`src/rtl/fma16_settings.svh`:
```
`ifndef FMA16_SETTINGS_SVH
`define FMA16_SETTINGS_SVH

// word address width of the register map (x/y, z/ctrl, status)
`define FMA16_ADR_W 2

// aligned product/addend field; the sticky bit lets anything from 36 up work
`define FMA16_SUM_W 48

// the only NaN the unit ever produces
`define FMA16_CANON_NAN 16'h7E00

`endif

```
`src/rtl/fma16_pkg.sv`:
```
`include "fma16_settings.svh"

package fma16_pkg;

    // binary16 word, seen as raw bits or as fields
    typedef struct packed {
        logic       s;                    // sign
        logic [4:0] e;                    // biased exponent
        logic [9:0] f;                    // fraction
    } fp16_fields_t;

    typedef union packed {
        logic [15:0]  raw;
        fp16_fields_t fld;
    } fp16_t;

    typedef enum logic [1:0] {
        rm_zero = 2'b00,                  // truncate
        rm_even = 2'b01,                  // nearest, ties to even
        rm_down = 2'b10,                  // toward -inf
        rm_up   = 2'b11                   // toward +inf
    } round_mode_e;

    // laid out so bits 21:16 of the control word cast straight in
    typedef struct packed {
        round_mode_e roundmode;
        logic        negz;
        logic        negp;
        logic        add;
        logic        mul;
    } fma16_ctrl_t;

    typedef struct packed {
        logic nv;                         // invalid
        logic of;                         // overflow
        logic uf;                         // underflow
        logic nx;                         // inexact
    } fma16_flags_t;

    typedef struct packed {
        logic zero;
        logic inf;
        logic nan;
        logic snan;
    } fp_class_t;

    ////////////////////////////////////////////////////////////////////////////
    // stage payloads
    ////////////////////////////////////////////////////////////////////////////

    typedef struct packed {
        logic              ps;            // product sign after negp
        logic signed [6:0] pe;            // exponent of product bit 20
        logic [21:0]       pm;            // exact significand product
        logic              zs;            // addend sign after negz
        logic signed [6:0] ze;            // exponent of addend bit 10
        logic [10:0]       zm;
        fp_class_t         cx, cy, cz;
        fma16_ctrl_t       ctrl;
    } prod_stage_t;

    typedef struct packed {
        logic signed [`FMA16_SUM_W+1:0] sum;   // signed aligned sum
        logic              sticky;        // bits lost in alignment
        logic signed [8:0] eb;            // exponent of sum bit 0
        fp16_t             spec_val;      // inf / NaN override
        logic              spec;
        logic              nv;
        round_mode_e       rm;
        logic              ps, zs;        // for the sign of an exact zero
    } sum_stage_t;

endpackage

```
`src/rtl/fma16_op_if.sv`:
```
// one launched operation, register block -> stage 1
interface fma16_op_if
    import fma16_pkg::*;
();
    logic        valid;                   // single-cycle launch strobe
    fp16_t       x;                       // multiplicand
    fp16_t       y;                       // multiplier
    fp16_t       z;                       // addend
    fma16_ctrl_t ctrl;                    // mul/add/negp/negz/rounding

    modport src (
        output valid,
        output x,
        output y,
        output z,
        output ctrl
    );

    modport dst (
        input valid,
        input x,
        input y,
        input z,
        input ctrl
    );
endinterface

```
`src/rtl/fma16_wb_regs.sv`:
```
`include "fma16_settings.svh"

module fma16_wb_regs
    import fma16_pkg::*;
(
    input  logic                    clk,
    input  logic                    rst_n,
    input  logic                    wb_cyc,
    input  logic                    wb_stb,
    input  logic                    wb_we,
    input  logic [`FMA16_ADR_W-1:0] wb_adr,
    input  logic [31:0]             wb_dat_w,
    output logic [31:0]             wb_dat_r,
    output logic                    wb_ack,
    fma16_op_if.src                 op,
    input  logic                    res_valid,   // completion from stage 3
    input  fp16_t                   res_value,
    input  fma16_flags_t            res_flags
);
    logic         req;                    // new classic cycle, ack not yet given
    logic         launch;                 // write to the control word
    fp16_t        x_q, y_q, z_q;
    fma16_ctrl_t  ctrl_q;
    fp16_t        res_q;                  // latest completion only
    fma16_flags_t flags_q;
    logic [1:0]   inflight;               // ops inside the pipeline
    logic         done_q;
    logic         busy;
    logic [31:0]  rd_data;

    assign req    = wb_cyc & wb_stb & ~wb_ack;
    assign launch = req & wb_we & (wb_adr == `FMA16_ADR_W'd1);
    assign busy   = (inflight != 2'd0);

    // stage 1 samples on the ack edge, so z/ctrl come straight off the bus
    assign op.valid = launch;
    assign op.x     = x_q;
    assign op.y     = y_q;
    assign op.z     = fp16_t'(wb_dat_w[15:0]);
    assign op.ctrl  = fma16_ctrl_t'(wb_dat_w[21:16]);

    always_comb begin
        case (wb_adr)
            `FMA16_ADR_W'd0: rd_data = {y_q.raw, x_q.raw};
            `FMA16_ADR_W'd1: rd_data = {10'd0, ctrl_q, z_q.raw};
            `FMA16_ADR_W'd2: rd_data = {6'd0, done_q, busy, 4'd0, flags_q, res_q.raw};
            default:         rd_data = '0;
        endcase
    end

    always_ff @(posedge clk or negedge rst_n) begin
        if (!rst_n) begin
            wb_ack   <= 1'b0;
            wb_dat_r <= '0;
            x_q      <= '0;
            y_q      <= '0;
            z_q      <= '0;
            ctrl_q   <= '0;
            res_q    <= '0;
            flags_q  <= '0;
            inflight <= 2'd0;
            done_q   <= 1'b0;
        end else begin
            wb_ack <= req;                        // exactly one cycle per transfer
            if (req && wb_we) begin
                if (wb_adr == `FMA16_ADR_W'd0) begin
                    x_q.raw <= wb_dat_w[15:0];
                    y_q.raw <= wb_dat_w[31:16];
                end
                if (launch) begin
                    z_q.raw <= wb_dat_w[15:0];
                    ctrl_q  <= fma16_ctrl_t'(wb_dat_w[21:16]);
                end
            end
            if (req && !wb_we) wb_dat_r <= rd_data; // valid with ack
            inflight <= inflight + 2'(launch) - 2'(res_valid);
            if (res_valid) begin                    // in-order, newest wins
                res_q   <= res_value;
                flags_q <= res_flags;
            end
            if (launch) done_q <= 1'b0;
            else if (res_valid) done_q <= 1'b1;
        end
    end

    ack_needs_cycle: assert property (@(posedge clk) disable iff (!rst_n)
        wb_ack |-> (wb_cyc && wb_stb));

    // launches are at least two cycles apart, pipeline depth is three
    inflight_max: assert property (@(posedge clk) disable iff (!rst_n)
        inflight <= 2'd2);
endmodule

```
`src/rtl/fma16_unpack_mul.sv`:
```
module fma16_unpack_mul
    import fma16_pkg::*;
(
    input  logic        clk,
    input  logic        rst_n,
    fma16_op_if.dst     op,
    output logic        p_valid,
    output prod_stage_t p_data
);
    fp16_t             y_eff, z_eff;      // after add/mul substitution
    fp_class_t         cx, cy, cz;
    logic [10:0]       sx, sy, sz;        // significands, bit 10 set unless zero
    logic signed [6:0] ex, ey, ez;
    logic              ps;

    function automatic fp_class_t classify(input fp16_t a);
        fp_class_t c;
        c.zero = (a.fld.e == 5'd0)  && (a.fld.f == 10'd0);
        c.inf  = (a.fld.e == 5'h1f) && (a.fld.f == 10'd0);
        c.nan  = (a.fld.e == 5'h1f) && (a.fld.f != 10'd0);
        c.snan = c.nan && !a.fld.f[9];    // quiet bit clear
        return c;
    endfunction

    // left-justify subnormals so every nonzero significand is 1.xxx
    function automatic void unpack(input fp16_t a, output logic [10:0] sig,
                                   output logic signed [6:0] e);
        sig = {(a.fld.e != 5'd0), a.fld.f};
        e   = (a.fld.e == 5'd0) ? -7'sd14 : $signed({2'b00, a.fld.e}) - 7'sd15;
        for (int i = 0; i < 10; i++) begin
            if (sig != 11'd0 && !sig[10]) begin
                sig = sig << 1;
                e   = e - 7'sd1;
            end
        end
        if (sig == 11'd0) e = -7'sd64;    // zero sits below everything
    endfunction

    always_comb begin
        y_eff = op.y;
        if (op.ctrl.add) y_eff.raw = 16'h3C00;              // 1.0
        ps    = op.x.fld.s ^ y_eff.fld.s ^ op.ctrl.negp;
        z_eff = op.z;
        z_eff.fld.s = op.z.fld.s ^ op.ctrl.negz;
        if (op.ctrl.mul) z_eff.raw = {ps, 15'd0};           // zero, product sign
        cx = classify(op.x);
        cy = classify(y_eff);
        cz = classify(z_eff);
        unpack(op.x, sx, ex);
        unpack(y_eff, sy, ey);
        unpack(z_eff, sz, ez);
    end

    always_ff @(posedge clk or negedge rst_n) begin
        if (!rst_n) p_valid <= 1'b0;
        else        p_valid <= op.valid;
    end

    always_ff @(posedge clk) begin
        if (op.valid) begin
            p_data.ps   <= ps;
            p_data.pe   <= (sx == 11'd0 || sy == 11'd0) ? -7'sd64 : ex + ey;
            p_data.pm   <= sx * sy;                          // exact, 22 bits
            p_data.zs   <= z_eff.fld.s;
            p_data.ze   <= ez;
            p_data.zm   <= sz;
            p_data.cx   <= cx;
            p_data.cy   <= cy;
            p_data.cz   <= cz;
            p_data.ctrl <= op.ctrl;
        end
    end
endmodule

```
`src/rtl/fma16_align_add.sv`:
```
`include "fma16_settings.svh"

module fma16_align_add
    import fma16_pkg::*;
(
    input  logic        clk,
    input  logic        rst_n,
    input  logic        p_valid,
    input  prod_stage_t p_data,
    output logic        s_valid,
    output sum_stage_t  s_data
);
    localparam int W = `FMA16_SUM_W;

    logic signed [7:0]   pe1, ze8, emax;  // exponents of each operand's top bit
    logic [7:0]          dp, dz;          // right shift of the smaller one
    logic [W-1:0]        pf, zf;
    logic                stp, stz;
    logic                sub;             // effective subtraction
    logic signed [W+1:0] sum;
    logic                any_nan, p_inf, inv_mul, inv_add;
    fp16_t               spec_val;

    // shift right, folding everything that falls off into one bit
    function automatic logic [W:0] shr_sticky(input logic [W-1:0] v, input logic [7:0] d);
        logic [W-1:0] mask;
        mask = ({{(W-1){1'b0}}, 1'b1} << d) - 1'b1;
        return {v >> d, |(v & mask)};
    endfunction

    always_comb begin
        pe1  = $signed(p_data.pe) + 8'sd1;                   // product bit 21
        ze8  = $signed(p_data.ze);
        emax = (pe1 > ze8) ? pe1 : ze8;
        dp   = 8'(emax - pe1);
        dz   = 8'(emax - ze8);
        // larger operand's top bit lands on W-2, bit W-1 is carry room
        {pf, stp} = shr_sticky({1'b0, p_data.pm, {(W-23){1'b0}}}, dp);
        {zf, stz} = shr_sticky({1'b0, p_data.zm, {(W-12){1'b0}}}, dz);
        sub = p_data.ps ^ p_data.zs;
        // subtracting a truncated value needs the lost bits as one lsb
        pf[0] = pf[0] | (sub & stp);
        zf[0] = zf[0] | (sub & stz);
        sum = (p_data.ps ? -$signed({2'b00, pf}) : $signed({2'b00, pf}))
            + (p_data.zs ? -$signed({2'b00, zf}) : $signed({2'b00, zf}));

        //////////////////////////////////////////////////////////////////////////
        // special operands
        //////////////////////////////////////////////////////////////////////////
        any_nan = p_data.cx.nan | p_data.cy.nan | p_data.cz.nan;
        p_inf   = p_data.cx.inf | p_data.cy.inf;
        inv_mul = (p_data.cx.inf & p_data.cy.zero) | (p_data.cy.inf & p_data.cx.zero);
        inv_add = p_inf & ~inv_mul & ~p_data.cx.nan & ~p_data.cy.nan
                & p_data.cz.inf & sub;                      // inf - inf
        if (any_nan || inv_mul || inv_add) spec_val.raw = `FMA16_CANON_NAN;
        else if (p_inf)                    spec_val.raw = {p_data.ps, 5'h1f, 10'd0};
        else                               spec_val.raw = {p_data.zs, 5'h1f, 10'd0};
    end

    always_ff @(posedge clk or negedge rst_n) begin
        if (!rst_n) s_valid <= 1'b0;
        else        s_valid <= p_valid;
    end

    always_ff @(posedge clk) begin
        if (p_valid) begin
            s_data.sum      <= sum;
            s_data.sticky   <= stp | stz;
            s_data.eb       <= 9'(emax) - 9'sd46 - 9'(W - 48);  // weight of bit 0
            s_data.spec_val <= spec_val;
            s_data.spec     <= any_nan | p_inf | p_data.cz.inf;
            s_data.nv       <= p_data.cx.snan | p_data.cy.snan | p_data.cz.snan
                             | inv_mul | inv_add;
            s_data.rm       <= p_data.ctrl.roundmode;
            s_data.ps       <= p_data.ps;
            s_data.zs       <= p_data.zs;
        end
    end

    // both operands are below 2^(W-1), so the magnitude fits in W+1 bits
    sum_fits: assert property (@(posedge clk) disable iff (!rst_n)
        s_valid |-> (s_data.sum[W+1] == s_data.sum[W]));
endmodule

```
`src/rtl/fma16_round_pack.sv`:
```
`include "fma16_settings.svh"

module fma16_round_pack
    import fma16_pkg::*;
(
    input  logic         clk,
    input  logic         rst_n,
    input  logic         s_valid,
    input  sum_stage_t   s_data,
    output logic         r_valid,
    output fp16_t        r_value,
    output fma16_flags_t r_flags
);
    localparam int W = `FMA16_SUM_W;

    logic [W+1:0]      neg;
    logic [W:0]        mag;               // |sum|
    logic              rs;                // result sign
    logic [7:0]        lead;              // leading one position
    logic signed [8:0] e_exact, e_res, q, exp_b;
    logic              tiny;              // exact value below 2^-14
    logic [W:0]        kept_w, half;
    logic              guard, rest, nx, inc, ovf, to_inf, zs_rule;
    logic [11:0]       kr;                // rounded significand
    fp16_t             val;
    fma16_flags_t      flg;

    always_comb begin
        neg  = -s_data.sum;
        rs   = s_data.sum[W+1];
        mag  = rs ? neg[W:0] : s_data.sum[W:0];
        lead = 8'd0;
        for (int i = 0; i <= W; i++) begin
            if (mag[i]) lead = 8'(i);
        end
        e_exact = $signed({1'b0, lead}) + s_data.eb;
        tiny    = e_exact < -9'sd14;
        e_res   = tiny ? -9'sd14 : e_exact;                 // subnormal clamp
        q       = e_res - 9'sd10 - s_data.eb;               // position of the ulp

        kept_w = mag >> q[7:0];
        half   = {{W{1'b0}}, 1'b1} << (q[7:0] - 8'd1);
        guard  = |(mag & half);
        rest   = |(mag & (half - 1'b1)) | s_data.sticky;
        nx     = guard | rest;

        case (s_data.rm)
            rm_zero: inc = 1'b0;
            rm_even: inc = guard & (rest | kept_w[0]);
            rm_down: inc = rs & nx;
            default: inc = ~rs & nx;
        endcase
        kr = {1'b0, kept_w[10:0]} + 12'(inc);
        // carry out of rounding bumps the exponent, 1.0*2^-14 leaves subnormal
        if (kr[11])      exp_b = e_res + 9'sd16;
        else if (kr[10]) exp_b = e_res + 9'sd15;
        else             exp_b = 9'sd0;
        ovf = exp_b >= 9'sd31;

        to_inf = (s_data.rm == rm_even) | ((s_data.rm == rm_up) & ~rs)
               | ((s_data.rm == rm_down) & rs);
        // exact zero: like signs keep it, unlike signs give -0 only rounding down
        zs_rule = (s_data.ps == s_data.zs) ? s_data.ps : (s_data.rm == rm_down);

        ////////////////////////////////////////////////////////////////////////////
        // result select
        ////////////////////////////////////////////////////////////////////////////
        if (s_data.spec) begin
            val = s_data.spec_val;
            flg = '{nv: s_data.nv, of: 1'b0, uf: 1'b0, nx: 1'b0};
        end else if (mag == '0) begin
            val.raw = {zs_rule, 15'd0};
            flg     = '0;
        end else if (ovf) begin
            val.raw = to_inf ? {rs, 5'h1f, 10'd0} : {rs, 5'h1e, 10'h3ff};
            flg     = '{nv: 1'b0, of: 1'b1, uf: 1'b0, nx: 1'b1};
        end else begin
            val.raw = {rs, exp_b[4:0], kr[9:0]};             // 2048 has zero fraction
            flg     = '{nv: 1'b0, of: 1'b0, uf: tiny & nx, nx: nx};
        end
    end

    always_ff @(posedge clk or negedge rst_n) begin
        if (!rst_n) r_valid <= 1'b0;
        else        r_valid <= s_valid;
    end

    always_ff @(posedge clk) begin
        if (s_valid) begin
            r_value <= val;
            r_flags <= flg;
        end
    end

    // NaNs only come from the stage 2 override, never from rounding
    nan_is_canon: assert property (@(posedge clk) disable iff (!rst_n)
        (r_valid && r_value.fld.e == 5'h1f && r_value.fld.f != 10'd0)
            |-> (r_value.raw == `FMA16_CANON_NAN));
endmodule

```
`src/rtl/fma16_wb.sv`:
```
`include "fma16_settings.svh"

module fma16_wb
    import fma16_pkg::*;
(
    input  logic                    clk,
    input  logic                    rst_n,
    input  logic                    wb_cyc,
    input  logic                    wb_stb,
    input  logic                    wb_we,
    input  logic [`FMA16_ADR_W-1:0] wb_adr,
    input  logic [31:0]             wb_dat_w,
    input  logic [3:0]              wb_sel,      // full-word access only
    output logic [31:0]             wb_dat_r,
    output logic                    wb_ack
);
    fma16_op_if   op ();                  // launch, regs -> stage 1
    logic         p_valid, s_valid, r_valid;
    prod_stage_t  p_data;
    sum_stage_t   s_data;
    fp16_t        r_value;
    fma16_flags_t r_flags;

    ////////////////////////////////////////////////////////////////////////////
    // bus side
    ////////////////////////////////////////////////////////////////////////////
    fma16_wb_regs regs0 (
        .clk, .rst_n,
        .wb_cyc, .wb_stb, .wb_we, .wb_adr, .wb_dat_w, .wb_dat_r, .wb_ack,
        .op        (op.src),
        .res_valid (r_valid),
        .res_value (r_value),
        .res_flags (r_flags)
    );

    ////////////////////////////////////////////////////////////////////////////
    // three-stage datapath
    ////////////////////////////////////////////////////////////////////////////
    fma16_unpack_mul s1 (.clk, .rst_n, .op(op.dst), .p_valid, .p_data);

    fma16_align_add s2 (.clk, .rst_n, .p_valid, .p_data, .s_valid, .s_data);

    fma16_round_pack s3 (.clk, .rst_n, .s_valid, .s_data, .r_valid, .r_value, .r_flags);
endmodule

```
`config.mk`:
```
export PLATFORM = sky130hd
export DESIGN_NAME = fma16_wb
export DESIGN_NICKNAME = d
export VERILOG_FILES = /design/src/rtl/fma16_pkg.sv /design/src/rtl/fma16_op_if.sv /design/src/rtl/fma16_wb_regs.sv /design/src/rtl/fma16_unpack_mul.sv /design/src/rtl/fma16_align_add.sv /design/src/rtl/fma16_round_pack.sv /design/src/rtl/fma16_wb.sv
export VERILOG_INCLUDE_DIRS = /design/src /design/src/rtl
export SDC_FILE = /design/constraint.sdc
export NUM_CORES = 2
export LEC_CHECK = 0
export ABC_AREA = 1
export BUFFER_PORTS_ARGS = -buffer_cell sky130_fd_sc_hd__buf_2
export CAP_MARGIN = 15
export CORE_MARGIN = 5
export CORE_UTILIZATION = 55
export DETAILED_ROUTE_END_ITERATION = 16
export PLACE_DENSITY = 0.7
export SETUP_SLACK_MARGIN = 0.2
export SYNTH_ARGS = -nofsm -noshare
export SYNTH_HDL_FRONTEND = slang
export SYNTH_SLANG_ARGS = --single-unit
```
`constraint.sdc`:
```
create_clock -name clk -period 19 [get_ports clk]
set_clock_uncertainty 0.15 [all_clocks]
set_input_delay 4.75 -clock clk [delete_from_list [all_inputs] [get_ports clk]]
set_output_delay 4.75 -clock clk [all_outputs]
set_load 0.01 [all_outputs]
```
### Word level (Yosys, flattened, before mapping)

Index checks and enable logic that the tools add are counted.

| operators by class | value |
|---|---|
| add/sub/neg operators | 54 |
| multipliers | 1 |
| $lt $le $gt $ge | 3 |
| equal/unequal tests | 9 |
| shift-type cells | 6 |
| multiplexer cells | 135 |
| bitwise gates (word level) | 50 |
| reduce and logical (&&, ||, !) cells | 138 |

Operators with widths:

| cell | count |
|---|---|
| 2-to-1 mux 8 bit | 48 |
| 2-to-1 mux 11 bit | 31 |
| nonzero test 11 bit | 30 |
| 2-to-1 mux 7 bit | 35 |
| subtractor 7 x 2 -> 7 bit, second input constant | 30 |
| 2-to-1 mux 50 bit | 2 |
| negator 48 -> 50 bit | 2 |
| AND 49 bit | 2 |
| OR reduction 49 bit | 2 |
| AND 47 x 48 -> 48 bit | 2 |
| one-hot mux 32 bit (3 select lines) | 1 |
| OR reduction 48 bit | 2 |
| << shifter 1 x 8 -> 48 bit, first input constant | 2 |
| >> shifter 47 x 8 -> 48 bit | 2 |
| subtractor 48 x 1 -> 48 bit, second input constant | 2 |
| 2-to-1 mux 16 bit | 5 |
| adder 50 bit | 1 |
| zero test 49 bit | 1 |
| 2-to-1 mux 49 bit | 1 |
| negator 49 bit | 1 |
| << shifter 1 x 8 -> 49 bit, first input constant | 1 |
| >> shifter 49 x 8 -> 11 bit | 1 |
| subtractor 49 x 1 -> 49 bit, second input constant | 1 |
| logical AND 1 bit | 43 |
| other kinds (44) | 148 |

| storage, ports and cells | value |
|---|---|
| register bits | 277 |
| bits of input ports | 43 |
| output and inout bits | 33 |
| word-level logic and storage cells | 448 |

### Logic depth before layout (Yosys ltp)

| logic depth | value |
|---|---|
| word-level depth | 71 |
| gate-level depth with buffers | 121 |
| gate-level depth less buffers | 120 |

### Hierarchy

A second synthesis with hierarchy kept.

| second synthesis, totals | value |
|---|---|
| cells, all modules | 6,834 |
| area total of the unflattened synthesis | 40,893.0 um^2 |

Modules (own cells, without submodules):

| module | times used | cells an instance | area an instance (um^2) | seq. area each (um^2) |
|---|---|---|---|---|
| fma16_align_add | 1 | 2,445 | 14,051.0 | 2,067.0 |
| fma16_unpack_mul | 1 | 2,006 | 12,801.0 | 2,037.0 |
| fma16_round_pack | 1 | 1,800 | 9,125.0 | 625.6 |
| fma16_wb_regs | 1 | 583 | 4,916.0 | 2,752.6 |

### Worst setup path after synthesis

Ideal clock, no wire load.

| timing path | value |
|---|---|
| path type | input -> register |
| start point | in wb_dat_w[17] |
| end point | reg s1.p_data[58] (netlist name) |
| setup time | 261 ps |
| data arrival time | 12,048 ps |
| data required time | 18,589 ps |
| slack | 6,541 ps |
| cell stages on the path | 48 |
| path buffers | 4 |
| path through | buf_6 nor2_1 ha_1 nand4_4 inv_2 nand2_8 nor2_8 inv_4 nand2_1 o21ai_2 inv_2 nand2_8 inv_2 buf_6 nand2_2 buf_6 nand2_1 o21ai_4 (+12 left out) fa_1 fa_1 fa_1 ha_1 a21oi_1 a21oi_1 o21ai_0 nand2_1 nand3_1 nand2_1 a21oi_1 nor2_1 nor2_1 o21ai_0 a21oi_1 nor2_1 nor2_1 xor2_1 |

| on the way | value |
|---|---|
| cells in the longest elaborated chain, start to end | 33 |
| elaborated cells on any way between the ends | 43 |
| those cells by class | 1 x mul; 11 x mux; 31 x reduce/logical |

RTL lines:

| what | line | text |
|---|---|---|
| start, declared | fma16_wb.sv:12 | `input logic [31:0] wb_dat_w,` |
| 2-to-1 mux 16 bit * | fma16_unpack_mul.sv:41 | `if (op.ctrl.add) y_eff.raw = 16'h3C00;` |
| nonzero test 5 bit | fma16_unpack_mul.sv:28 | `sig = {(a.fld.e != 5'd0), a.fld.f};` |
| nonzero test 11 bit or zero test 1 bit (tied branches) | fma16_unpack_mul.sv:31 | `if (sig != 11'd0 && !sig[10]) begin` |
| logical AND 1 bit | fma16_unpack_mul.sv:31 |  |
| 2-to-1 mux 11 bit * | fma16_unpack_mul.sv:31 |  |
| nonzero test 11 bit or zero test 1 bit (tied branches) | fma16_unpack_mul.sv:31 |  |
| logical AND 1 bit | fma16_unpack_mul.sv:31 |  |
| 2-to-1 mux 11 bit * | fma16_unpack_mul.sv:31 |  |
| (+17 left out) | -- |  |
| 2-to-1 mux 11 bit * | fma16_unpack_mul.sv:31 |  |
| nonzero test 11 bit or zero test 1 bit (tied branches) | fma16_unpack_mul.sv:31 |  |
| logical AND 1 bit | fma16_unpack_mul.sv:31 |  |
| 2-to-1 mux 11 bit * | fma16_unpack_mul.sv:31 |  |
| nonzero test 11 bit or zero test 1 bit (tied branches) | fma16_unpack_mul.sv:31 |  |
| logical AND 1 bit | fma16_unpack_mul.sv:31 |  |
| 2-to-1 mux 11 bit * | fma16_unpack_mul.sv:31 |  |
| multiplier 11 x 11 -> 22 bit * | fma16_unpack_mul.sv:63 | `p_data.pm <= sx * sy;` |

Mark *: on every way between the ends. The rest lies on a longest branch, timed or not.
A chain may end at the register's enable or synchronous reset.

### Worst setup path after layout

| timing path | value |
|---|---|
| start point | reg s2.s_data[81] (netlist name) |
| end point | reg s3.r_value[10] (netlist bit), data pin |

| on the way | value |
|---|---|
| cells in the longest elaborated chain, start to end | 70 |
| elaborated cells on any way between the ends | 85 |
| those cells by class | 8 x add/sub; 2 x order compare; 2 x shift; 57 x mux; 13 x bitwise; 3 x reduce/logical |

RTL lines:

| what | line | text |
|---|---|---|
| 2-to-1 mux 49 bit | fma16_round_pack.sv:31 | `mag = rs ? neg[W:0] : s_data.sum[W:0];` |
| 2-to-1 mux 1 bit | fma16_round_pack.sv:34 | `if (mag[i]) lead = 8'(i);` |
| 2-to-1 mux 8 bit (47 in a row) | fma16_round_pack.sv:34 |  |
| adder 9 bit | fma16_round_pack.sv:36 | `e_exact = $signed({1'b0, lead}) + s_data.eb;` |
| less-than comparator 9 x 5 -> 1 bit | fma16_round_pack.sv:37 | `tiny = e_exact < -9'sd14;` |
| 2-to-1 mux 9 bit | fma16_round_pack.sv:38 | `e_res = tiny ? -9'sd14 : e_exact;` |
| subtractor 8 x 5 -> 8 bit | fma16_round_pack.sv:39 | `q = e_res - 9'sd10 - s_data.eb;` |
| subtractor 8 bit | fma16_round_pack.sv:39 |  |
| (+8 left out) | -- |  |
| one-hot mux 1 bit (3 select lines) | fma16_round_pack.sv:47 | `case (s_data.rm)` |
| adder 11 x 1 -> 12 bit | fma16_round_pack.sv:53 | `kr = {1'b0, kept_w[10:0]} + 12'(inc);` |
| 2-to-1 mux 9 bit | fma16_round_pack.sv:56 | `else if (kr[10]) exp_b = e_res + 9'sd15;` |
| 2-to-1 mux 9 bit | fma16_round_pack.sv:55 | `if (kr[11]) exp_b = e_res + 9'sd16;` |
| greater-or-equal comparator 9 x 6 -> 1 bit | fma16_round_pack.sv:58 | `ovf = exp_b >= 9'sd31;` |
| 2-to-1 mux 15 bit | fma16_round_pack.sv:74 | `end else if (ovf) begin` |
| 2-to-1 mux 16 bit * | fma16_round_pack.sv:71 | `end else if (mag == '0) begin` |
| 2-to-1 mux 16 bit * | fma16_round_pack.sv:68 | `if (s_data.spec) begin` |
| end signal, assigned | fma16_round_pack.sv:90 | `r_value <= val;` |
| end, declared | fma16_round_pack.sv:11 | `output fp16_t r_value,` |

Marks and branches as above.

==> reports/results.txt <==
Seq cells post-synth -> 263
Antenna Nets Post-Route -> 0
Post-layout power -> 4.74 mW
DRT iter0 DRCs -> 4117
Gr ovfl total -> 0
H-Tree Depth -> 1
Share of layout cells above drive strength 1 -> 0.0717
Commonest non-fill, non-tap cells in the layout -> nand2_1 (1851), inv_1 (799), nor2_1 (664)
Setup violators final -> 0
Worst Tran Pin Value -> 1.08 ns
Status -> finished clean
FFs w/ async S/R, synth -> 0.430
CTS Hold Bufs -> 0
Initial antenna violation count -> 0
DRC violations left -> 0
I/O pins -> 76
Drt wl/cell -> 17.2 um
DIE HEIGHT -> 275 um
Lkg Pwr -> 21.0 nW
Clk sinks -> 263
Drt total wl -> 124000 um
RePlAce Congestion -> 1.01
Sequential share of the synthesized area -> 0.190
Num CTS Buffers -> 27
Vias in the first global route -> 37316
Final Hold Viols -> 0
Worst setup SP type -> flop
Slowest stage cell, crit path -> nor4_1
Largest fanout on the critical path -> 53
Most used cell, CP -> nand2_1
Core Region -> 69800 um^2
Synthesis-to-layout area growth -> 5.42%
Most common cell after layout, fill and taps aside -> nand2_1
Clock root buffer -> clkbuf_16
Antenna Cells -> 0
Min-delay worst type -> flop to flop
CP Data Arrival Time -> 15.66 ns
Clock Latency Late Sink -> 0.60 ns
Setup Fix Bufs, Post-CTS -> 0
Required time of the critical path -> 19.18 ns
R2r setup slk -> 3.53 ns
RSZ-0062 raised after global routing -> no
Max incr delay on CP -> 0.84 ns
Port bufs -> 71
VDD IR max -> 0.103 mV
DR vias/cell -> 5.71
Largest net degree at the start of global routing -> 72
CTS tree -> done
Via count -> 41101
Synth Cell Area -> 38500 um^2
Power Density -> 117 nW/um^2
Max-Cap Viols -> 0
Mapped Cells -> 6267
Die Footprint -> 75500 um^2
Initial Utilization -> 0.552
EDFF count, synth -> 150
Reg clk slew, reported paths -> 0.07 ns
Buffer depth of the longest clock path -> 3
Top_reg_cell synth -> edfxtp_1
Tot GR Track Use -> 0.317
First-pass GRT wire length -> 197000 um
CP endpoint kind -> flop
Nets -> 6573
Dpl hpwl -> 99400 um
Setup TNS -> 0 ns
Mapped Avg Cell Area -> 6.15 um^2
Row count -> 97
Minimum clock period -> 15.47 ns
Fmax -> 64.6 MHz
Slew Viols, Final -> 0
DR pass1 iterations -> 6
Synth warn -> 0
Cts repair resizes -> 0
Syn Nets -> 6603
Distinct cells, synth -> 88
Tcrit/Tclk final -> 0.814
Crit path kind -> flop to flop
Relative slew slack -> 0.278
Chip width -> 275 um
==> final cells by class <==
| class | count | area (um^2) |
|---|---|---|
| fill | 7131 | 29200 |
| timing repair buffer | 125 | 763 |
| sequential | 263 | 7330 |
| inverter | 886 | 3340 |
| multi-input combinational | 4934 | 27100 |
| clock buffer | 30 | 729 |
| clock inverter | 20 | 234 |
| tap | 940 | 1180 |
==> power breakdown <==
| group | total, mW | switching (mW) | internal (mW) |
|---|---|---|---|
| registers | 0.811 | 0.0509 | 0.760 |
| logic | 3.36 | 2.22 | 1.13 |
| clock network | 0.573 | 0.247 | 0.325 |
==> per-layer routing <==
| layer | track usage | vias up | wire length (um) |
|---|---|---|---|
| li1 | - | 20385 | - |
| met1 | 0.446 | 18881 | 54400 |
| met2 | 0.520 | 1597 | 55600 |
| met3 | 0.0324 | 238 | 9630 |
| met4 | 0.0927 | 0 | 4300 |
| met5 | 0 | - | 0 |
==> through the flow <==
| step | setup WS [ns] | util | instances | hold slack (ns) | area, um^2 |
|---|---|---|---|---|---|
| 2_1_floorplan | 6.54 | - | 6267 | 0.250 | 38500 |
| 3_3_place_gp | 4.15 | 0.568 | 7148 | 0.253 | 39700 |
| 3_5_place_dp | 4.05 | 0.568 | 7148 | 0.255 | 39700 |
| 4_1_cts | 4.01 | 0.582 | 7198 | 0.269 | 40600 |
| 5_1_grt | 2.33 | 0.582 | 7198 | 0.275 | 40600 |
| 6_report | 3.53 | 0.582 | 7198 | 0.269 | 40600 |
==> cells in the mapped netlist, types with 80 or more instances <==
cell type	instances	area [um^2]
a21oi_1	188	941
inv_1	800	3000
nor2_1	668	2510
xor2_1	179	1570
dfrtp_1	113	2830
nand4_1	158	988
nand2_1	1851	6950
o21ai_0	364	1820
fa_1	86	1720
ha_1	207	2590
edfxtp_1	150	4500
clkbuf_1	101	379
o21ai_1	80	400
nand3_1	543	2720
==> state kept, by name, summed over array words and instances (netlist names), 2 cells and up <==
register	cells
s1.p_data	62
regs0.ctrl_q	6
regs0.res_q	16
regs0.z_q	16
s2.s_data	68
regs0.inflight	2
regs0.wb_dat_r	32
regs0.op.x	16
regs0.op.y	16
regs0.flags_q	4
s3.r_value	16
s3.r_flags	4
==> worst max-delay path: cells and delay by family (launching register included) <==
family / cells / cell delay [ns]
adders and majority gates: 8 / 2.15
buffers and inverters: 14 / 2.70
and+or+nand+nor: 71 / 7.87
AOI/OAI and AO/OA: 8 / 1.56
DFF: 1 / 0.68
==> worst paths after layout <==
kind                               start  cells past startpoint                 end
hold reg to reg             s1.p_data[5]                      0        s2.s_data[3]
setup / recovery           s2.s_data[81]                    101      s3.r_value[10]
setup reg to reg           s2.s_data[81]                    101      s3.r_value[10]
min in group asynchronous          rst_n                      1  regs0.wb_dat_r[27]
max in group asynchronous          rst_n                      2      regs0.res_q[7]
hold / removal              s1.p_data[5]                      0        s2.s_data[3]
==> cell families after synthesis <==
group | synth area share
multiplexers | 0.00256
buffers and inverters | 0.109
adder cells (fa/ha/maj) | 0.112
flip-flops | 0.190
XOR/XNOR | 0.0582
AO/OA/AOI/OAI | 0.123
AND/OR/NAND/NOR | 0.405
Power figures use the tool's default switching activity.
